### config.mk
export PLATFORM = sky130hd
export DESIGN_NAME = pit_counter
export DESIGN_NICKNAME = d
export VERILOG_FILES = /design/src/design/pit_pkg.sv /design/src/design/pit_counter.sv /design/src/design/pit_readback.sv /design/src/design/pit_count_engine.sv /design/src/design/pit_control_regs.sv
export VERILOG_INCLUDE_DIRS = /design/src /design/src/design
export SDC_FILE = /design/constraint.sdc
export NUM_CORES = 1
export LEC_CHECK = 0
export BUFFER_PORTS_ARGS = -buffer_cell sky130_fd_sc_hd__buf_2
export CAP_MARGIN = 20
export CORE_MARGIN = 2
export CORE_UTILIZATION = 49
export CTS_CLUSTER_SIZE = 16
export DETAILED_ROUTE_END_ITERATION = 12
export PLACE_DENSITY = 0.67
export RECOVER_POWER = 100
export SYNTH_ARGS = -nofsm -noshare
export SYNTH_HDL_FRONTEND = slang
export SYNTH_SLANG_ARGS = --single-unit
### constraint.sdc
create_clock -name clock -period 5.95 [get_ports clock]
set_input_delay 1.785 -clock clock [delete_from_list [all_inputs] [get_ports clock]]
set_output_delay 1.785 -clock clock [all_outputs]
set_load 0.005 [all_outputs]
### src/design/pit_defines.svh
// PIT field positions, read/load codes, mode codes and widths
// Shared by the package and the counter RTL

`ifndef PIT_DEFINES_SVH
`define PIT_DEFINES_SVH

// Count holds 16 bits plus the 65536 bit for a zero preset
`define PIT_COUNT_WIDTH 17
`define PIT_BYTE_WIDTH 8

// Control word field positions
`define PIT_RL_LSB 4
`define PIT_MODE_LSB 1

// Read/load field codes
`define PIT_RL_LATCH 2'd0
`define PIT_RL_MSB 2'd1
`define PIT_RL_LSB_ONLY 2'd2
`define PIT_RL_BOTH 2'd3

// Mode field codes
`define PIT_MODE_TERMINAL 3'd0
`define PIT_MODE_RATE 3'd2

`endif
### src/design/pit_pkg.sv
// PIT shared types
// Read/load format, counting mode and count value of one channel

`include "pit_defines.svh"

package pit_pkg;

    // Latch command is decoded separately and never stored
    typedef enum logic [1:0] {
        RW_MSB  = `PIT_RL_MSB,
        RW_LSB  = `PIT_RL_LSB_ONLY,
        RW_BOTH = `PIT_RL_BOTH
    } rw_select_t;

    typedef enum logic {
        MODE_TERMINAL = 1'b0,
        MODE_RATE     = 1'b1
    } counter_mode_t;

    typedef logic [`PIT_COUNT_WIDTH-1:0] count_t;

endpackage

### src/design/pit_counter.sv
// PIT counter channel
// One 8253-style counter with modes 0 and 2, gate control and count latch

`timescale 1ns/10ps

module pit_counter (
    input  logic       clock,
    input  logic       reset,
    input  logic [7:0] data_in,
    input  logic       write_control,
    input  logic       write_counter,
    input  logic       read_counter,
    output logic [7:0] read_data,
    input  logic       counter_clock,
    input  logic       counter_gate,
    output logic       counter_out
);

    import pit_pkg::*;

    rw_select_t    rw_select;
    counter_mode_t mode;
    count_t        preset_load;
    count_t        count;
    logic          count_armed;
    logic          config_write;
    logic          latch_command;

    pit_control_regs pit_control_regs_inst (
        .clock         (clock),
        .reset         (reset),
        .data_in       (data_in),
        .write_control (write_control),
        .write_counter (write_counter),
        .rw_select     (rw_select),
        .mode          (mode),
        .preset_load   (preset_load),
        .count_armed   (count_armed),
        .config_write  (config_write),
        .latch_command (latch_command)
    );

    pit_count_engine pit_count_engine_inst (
        .clock         (clock),
        .reset         (reset),
        .counter_clock (counter_clock),
        .counter_gate  (counter_gate),
        .write_counter (write_counter),
        .count_armed   (count_armed),
        .mode          (mode),
        .preset_load   (preset_load),
        .count         (count),
        .counter_out   (counter_out)
    );

    pit_readback pit_readback_inst (
        .clock         (clock),
        .reset         (reset),
        .rw_select     (rw_select),
        .config_write  (config_write),
        .latch_command (latch_command),
        .read_counter  (read_counter),
        .count         (count),
        .read_data     (read_data)
    );

endmodule

### src/design/pit_readback.sv
// PIT readback path
// Holds the count for the host, freezes it on a latch command
// and steps through the bytes of the read format

`timescale 1ns/10ps

`include "pit_defines.svh"

module pit_readback (
    input  logic                        clock,
    input  logic                        reset,
    input  pit_pkg::rw_select_t         rw_select,
    input  logic                        config_write,
    input  logic                        latch_command,
    input  logic                        read_counter,
    input  pit_pkg::count_t             count,
    output logic [`PIT_BYTE_WIDTH-1:0]  read_data
);

    import pit_pkg::*;

    count_t count_hold;
    logic   latched;
    logic   read_prev;
    logic   read_fall;
    logic   read_msb_next;
    logic   last_byte;

    always_ff @(posedge clock, posedge reset) begin
        if (reset) begin
            read_prev <= 1'b0;
        end else begin
            read_prev <= read_counter;
        end
    end

    assign read_fall = read_prev && !read_counter;
    assign last_byte = (rw_select != RW_BOTH) || read_msb_next;

    always_ff @(posedge clock, posedge reset) begin
        if (reset) begin
            read_msb_next <= 1'b0;
        end else if (config_write) begin
            read_msb_next <= 1'b0;
        end else if (read_fall && (rw_select == RW_BOTH)) begin
            read_msb_next <= ~read_msb_next;
        end
    end

    always_ff @(posedge clock, posedge reset) begin
        if (reset) begin
            latched <= 1'b0;
        end else if (latch_command) begin
            latched <= 1'b1;
        end else if (read_fall && last_byte) begin
            latched <= 1'b0;
        end
    end

    always_ff @(posedge clock, posedge reset) begin
        if (reset) begin
            count_hold <= '0;
        end else if (!latched) begin
            count_hold <= count;
        end
    end

    assign read_data = ((rw_select == RW_MSB) || (rw_select == RW_BOTH && read_msb_next)) ?
                       count_hold[2*`PIT_BYTE_WIDTH-1:`PIT_BYTE_WIDTH] :
                       count_hold[`PIT_BYTE_WIDTH-1:0];

    single_byte_step: assert property (
        @(posedge clock) disable iff (reset)
        (rw_select != RW_BOTH) |-> !read_msb_next
    );

endmodule

### src/design/pit_count_engine.sv
// PIT count engine
// Samples the counter clock and gate, runs the down counter and
// drives the counter output for interrupt on terminal count and rate generator

`timescale 1ns/10ps

module pit_count_engine (
    input  logic                   clock,
    input  logic                   reset,
    input  logic                   counter_clock,
    input  logic                   counter_gate,
    input  logic                   write_counter,
    input  logic                   count_armed,
    input  pit_pkg::counter_mode_t mode,
    input  pit_pkg::count_t        preset_load,
    output pit_pkg::count_t        count,
    output logic                   counter_out
);

    import pit_pkg::*;

    logic   clock_prev;
    logic   count_edge;
    logic   gate_seen;
    logic   gate_rise;
    logic   load_pending;
    count_t count_dec;
    count_t count_next;

    always_ff @(posedge clock, posedge reset) begin
        if (reset) begin
            clock_prev <= 1'b0;
        end else begin
            clock_prev <= counter_clock;
        end
    end

    assign count_edge = clock_prev && !counter_clock;

    // A falling gate is tracked at once, a rising gate waits for the next edge
    always_ff @(posedge clock, posedge reset) begin
        if (reset) begin
            gate_seen <= 1'b0;
        end else if (count_edge || gate_seen) begin
            gate_seen <= counter_gate;
        end
    end

    assign gate_rise = counter_gate && !gate_seen;

    always_ff @(posedge clock, posedge reset) begin
        if (reset) begin
            load_pending <= 1'b0;
        end else if (write_counter) begin
            load_pending <= 1'b1;
        end else if (count_edge) begin
            load_pending <= 1'b0;
        end
    end

    always_comb begin
        count_dec  = (count == '0) ? '0 : count - 1'b1;
        count_next = counter_gate ? count_dec : count;
        if (mode == MODE_RATE) begin
            if (counter_gate && (gate_rise || (count_dec == '0))) begin
                count_next = preset_load;
            end
        end else if (load_pending) begin
            count_next = preset_load;
        end
    end

    always_ff @(posedge clock, posedge reset) begin
        if (reset) begin
            count <= '0;
        end else if (!count_armed) begin
            count <= '0;
        end else if (count_edge) begin
            count <= count_next;
        end
    end

    // Rate generator pulses low while the count is 1
    always_ff @(posedge clock, posedge reset) begin
        if (reset) begin
            counter_out <= 1'b0;
        end else if (!count_armed) begin
            counter_out <= (mode == MODE_RATE);
        end else if (mode == MODE_RATE) begin
            if (!counter_gate || !gate_seen) begin
                counter_out <= 1'b1;
            end else if (count_edge) begin
                counter_out <= (count_next != count_t'(1));
            end
        end else if (count_edge) begin
            counter_out <= (count_next == '0);
        end
    end

    terminal_out_holds: assert property (
        @(posedge clock) disable iff (reset)
        (mode == MODE_TERMINAL && count_armed && $past(count_armed) && $fell(counter_out))
        |-> $past(load_pending)
    );

endmodule

### src/design/pit_control_regs.sv
// PIT control register block
// Decodes control words, holds the read/load format and mode,
// assembles the preset bytes and arms the count engine

`timescale 1ns/10ps

`include "pit_defines.svh"

module pit_control_regs (
    input  logic                       clock,
    input  logic                       reset,
    input  logic [`PIT_BYTE_WIDTH-1:0] data_in,
    input  logic                       write_control,
    input  logic                       write_counter,
    output pit_pkg::rw_select_t        rw_select,
    output pit_pkg::counter_mode_t     mode,
    output pit_pkg::count_t            preset_load,
    output logic                       count_armed,
    output logic                       config_write,
    output logic                       latch_command
);

    import pit_pkg::*;

    logic [1:0]                     rl_field;
    logic [2:0]                     mode_field;
    logic [2*`PIT_BYTE_WIDTH-1:0]   preset;
    logic                           write_msb_next;
    logic                           write_to_msb;
    logic                           preset_done;

    assign rl_field   = data_in[`PIT_RL_LSB +: 2];
    assign mode_field = data_in[`PIT_MODE_LSB +: 3];

    assign latch_command = write_control && (rl_field == `PIT_RL_LATCH);
    assign config_write  = write_control && (rl_field != `PIT_RL_LATCH);

    always_ff @(posedge clock, posedge reset) begin
        if (reset) begin
            rw_select <= RW_MSB;
        end else if (config_write) begin
            rw_select <= rw_select_t'(rl_field);
        end
    end

    // Only mode 2 is special, everything else counts as mode 0
    always_ff @(posedge clock, posedge reset) begin
        if (reset) begin
            mode <= MODE_TERMINAL;
        end else if (config_write) begin
            case (mode_field)
                `PIT_MODE_RATE:     mode <= MODE_RATE;
                `PIT_MODE_TERMINAL: mode <= MODE_TERMINAL;
                default:            mode <= MODE_TERMINAL;
            endcase
        end
    end

    // Byte order in two-byte format is LSB first
    always_ff @(posedge clock, posedge reset) begin
        if (reset) begin
            write_msb_next <= 1'b0;
        end else if (config_write) begin
            write_msb_next <= 1'b0;
        end else if (write_counter && (rw_select == RW_BOTH)) begin
            write_msb_next <= ~write_msb_next;
        end
    end

    assign write_to_msb = (rw_select == RW_MSB) ||
                          ((rw_select == RW_BOTH) && write_msb_next);
    assign preset_done  = (rw_select != RW_BOTH) || write_msb_next;

    always_ff @(posedge clock) begin
        if (write_counter) begin
            if (write_to_msb) begin
                preset[2*`PIT_BYTE_WIDTH-1:`PIT_BYTE_WIDTH] <= data_in;
            end else begin
                preset[`PIT_BYTE_WIDTH-1:0] <= data_in;
            end
        end
    end

    // Single-byte formats leave the other byte at zero
    always_comb begin
        case (rw_select)
            RW_MSB: begin
                preset_load[`PIT_COUNT_WIDTH-2:0] =
                    {preset[2*`PIT_BYTE_WIDTH-1:`PIT_BYTE_WIDTH], {`PIT_BYTE_WIDTH{1'b0}}};
            end
            RW_LSB: begin
                preset_load[`PIT_COUNT_WIDTH-2:0] =
                    {{`PIT_BYTE_WIDTH{1'b0}}, preset[`PIT_BYTE_WIDTH-1:0]};
            end
            default: begin
                preset_load[`PIT_COUNT_WIDTH-2:0] = preset;
            end
        endcase
        // Zero preset means 65536
        preset_load[`PIT_COUNT_WIDTH-1] = (preset_load[`PIT_COUNT_WIDTH-2:0] == '0);
    end

    // Mode 2 keeps running while a new LSB is written
    always_ff @(posedge clock, posedge reset) begin
        if (reset) begin
            count_armed <= 1'b0;
        end else if (config_write) begin
            count_armed <= 1'b0;
        end else if (write_counter) begin
            if (preset_done) begin
                count_armed <= 1'b1;
            end else if (mode != MODE_RATE) begin
                count_armed <= 1'b0;
            end
        end
    end

    // Host sends a control word and a preset byte in separate cycles
    strobes_exclusive: assert property (
        @(posedge clock) disable iff (reset)
        !(write_control && write_counter)
    );

endmodule

==> impl_metrics.json <==
{
  "vias_per_cell": 6.20,
  "top_usage_layer": "met2",
  "syn_inst": 386,
  "syn_area_sq_um": 3720,
  "vdd_drop_max_v": 0.000177,
  "p_leak_nw": 1.59,
  "coreArea_sq_um": 7290,
  "grt_max_degree": 46,
  "grtUsageTotal_pct": 23.3,
  "syn-num-nets": 406,
  "skew_ns": 0.0106,
  "hpwl_microns": 6440,
  "status": "finished with violations",
  "die_y_microns": 91.1,
  "rsz0062_at_grt": "false",
  "cts_post_setup_buffers_inserted": 0,
  "port_buffers": 23,
  "period_share_pct": 77.4,
  "cpPeakStageDelay_ns": 0.78,
  "use_met1_pct": 31.8,
  "violations": "capacitance limit, slew limit",
  "antenna_found_initial": 0,
  "io_pins": 24,
  "nNetsFinal": 412,
  "synth_area_per_cell_sq_um": 9.64,
  "required_ns": 6.22,
  "cts.clk_slew.worst_paths_ns": 0.08,
  "period_needed_ns": 4.60,
  "die_w_microns": 91.1,
  "slowest_stage": "clkbuf_1",
  "die-area_sq_um": 8300,
  "grt.overflow.total": 0,
  "crit_fanout": 26,
  "synth-seq-area-share_pct": 43.2,
  "cts_resized": 0,
  "first_pass_iters": 5,
  "relSlewSlack_pct": -13.3,
  "report.final.slew_viol_count": 46,
  "drv_cap": 1,
  "cts_buffers": 9,
  "setup.worst_path.class": "input port to flip-flop",
  "drt_iter0_markers": 254,
  "synth-edff-count": 16,
  "finalPower_w": 0.00119,
  "setup_viol": 0,
  "fin_util_pct": 54.7,
  "cts_tree": "yes",
  "start_kind": "input port",
  "synth_top_area_share_pct": 29.6,
  "ys_top_cells_by_area": "dfrtp_1 30%, edfxtp_1 13%, mux2_2 6.1%, o21ai_0 5.1%, nand2_1 3.3%",
  "antennaDiodeCount": 0,
  "final_cell_mix": "44 x dfrtp_1, 39 x o21ai_0, 33 x nand2_1, 20 x mux2_2, 18 x nand3_1",
  "hold_viol": 0,
  "htree_num_levels": 3,
  "syn_to_final_growth_pct": 7.13,
  "num_rows": 31,
  "synth_seq_cells": 61,
  "wire_per_inst_microns": 18.5,
  "clockRootBuffer": "clkbuf_8",
  "drcViolationCount": 0,
  "gp_congestion": 0.921,
  "start_util_pct": 51.0,
  "met2_usage_pct": 36.8,
  "vias": 3076,
  "clk_path_buf_depth": 2,
  "hp-class": "flip-flop to flip-flop",
  "ant_nets": 0,
  "synthArstFlopShare_pct": 73.8,
  "clock.fmax_ghz": 0.217,
  "cts_sinks": 61,
  "worst_pin_slew_ns": 1.70,
  "synth.distinct_cells": 66,
  "synth_ff_type": "dfrtp_1",
  "cts_hold_buffers": 0,
  "crit_path_end_kind": "flip-flop",
  "cp.arrival_ns": 4.88,
  "dp.cells": 479,
  "worstPathCellList": "clkbuf_1 -> or4b_2 -> or4_1 -> a211oi_1 -> nand4_1 -> a2111oi_0 -> o21ai_0 -> nand3_1",
  "final.setup.tns_ns": 0,
  "grt_util_met3_pct": 3.90,
  "ys_warn_count": 0,
  "layout_commonest_cell": "dfrtp_1",
  "grt_pass1_vias": 2938,
  "synth_top_area_cell": "dfrtp_1",
  "clk_latency_ns": 0.35,
  "layout-drive-gt1-share_pct": 17.6,
  "power_density_nw_per_um2": 299,
  "final_cells": 496,
  "rrSetupSlack_ns": 2.09,
  "wl_microns": 9170,
  "grt_pass1_wl_microns": 15100
}
## per-layer routing
metal / share of wire (%) / routed length, microns
met1: 45 / 4120
met5: 0 / 0
met3: 6.6 / 602
met4: 2.2 / 204
met2: 46 / 4250
## path summary, 6_finish.rpt
path	start	to	depth (start not counted)
min in group asynchronous	reset	pit_readback_inst.count_hold[4]	2
worst min register to register	pit_readback_inst.count_hold[6]	pit_readback_inst.count_hold[6]	2
worst max register to register	pit_count_engine_inst.count[0]	pit_count_engine_inst.count[5]	10
max in group asynchronous	reset	pit_count_engine_inst.gate_seen	2
worst max-delay path	counter_gate	pit_count_engine_inst.counter_out	8
worst min-delay path	pit_readback_inst.count_hold[6]	pit_readback_inst.count_hold[6]	2
## sequential cells by signal, summed over array words and instances (netlist names), 2 cells and up
register and cells:
pit_count_engine_inst.count 17, pit_control_regs_inst.preset 16, pit_readback_inst.count_hold 16, pit_control_regs_inst.rw_select 2
## synthesized netlist by cell type, drive strengths merged (7+ instances only)
cell type and instances:
a211oi 9, a21oi 17, a31oi 16, buf 11
clkbuf 18, dfrtp 44, edfxtp 16, inv 12
mux2 20, nand2 33, nand2b 7, nand3 18
nor2 17, nor3 13, nor4 14, o21ai 40
or3 7, or4 8
## worst max-delay path: cells and delay by family
kind / cells / cell delay (ns)
buffers and inverters: 1 / 0.78
AOI/OAI and AO/OA: 3 / 0.94
and+or+nand+nor: 4 / 1.36
## kinds of logic (layout without fill, tap and decap cells)
family / Yosys count / in the layout / share of synthesized area (%)
compound gates: 107 / 107 / 18.9
simple gates: 145 / 145 / 22.8
mux: 22 / 22 / 6.59
fa+ha+maj: 5 / 5 / 1.68
buf+inv: 41 / 52 / 5.38
flops: 61 / 61 / 43.2
xor+xnor: 5 / 5 / 1.38
## power by group
part / leakage (nW) / switching (W) / internal (W) / total, W
clock network: 0.0904 / 0.000168 / 0.000176 / 0.000343
logic: 0.748 / 0.000201 / 0.000129 / 0.000331
registers: 0.747 / 0.0000491 / 0.000467 / 0.000516
## through the flow
stage	hold slack [ns]	area (sq um)	setup WS, ns
floorplan	0.448	3720	2.24
global placement	0.466	3810	1.59
detailed placement	0.474	3810	1.50
CTS	0.493	3990	1.85
global route	0.527	3990	1.11
finish	0.486	3990	1.35
## cell type report
cell class | instances | area (sq um)
inverters | 12 | 45.0
clock buffers | 11 | 153
multi-input cells | 284 | 1910
fillers | 683 | 3310
well taps | 99 | 124
flip-flops and latches | 61 | 1610
repair buffers | 24 | 114
clock inverters | 5 | 33.8
Note: power is estimated with default switching activity, not from simulation.
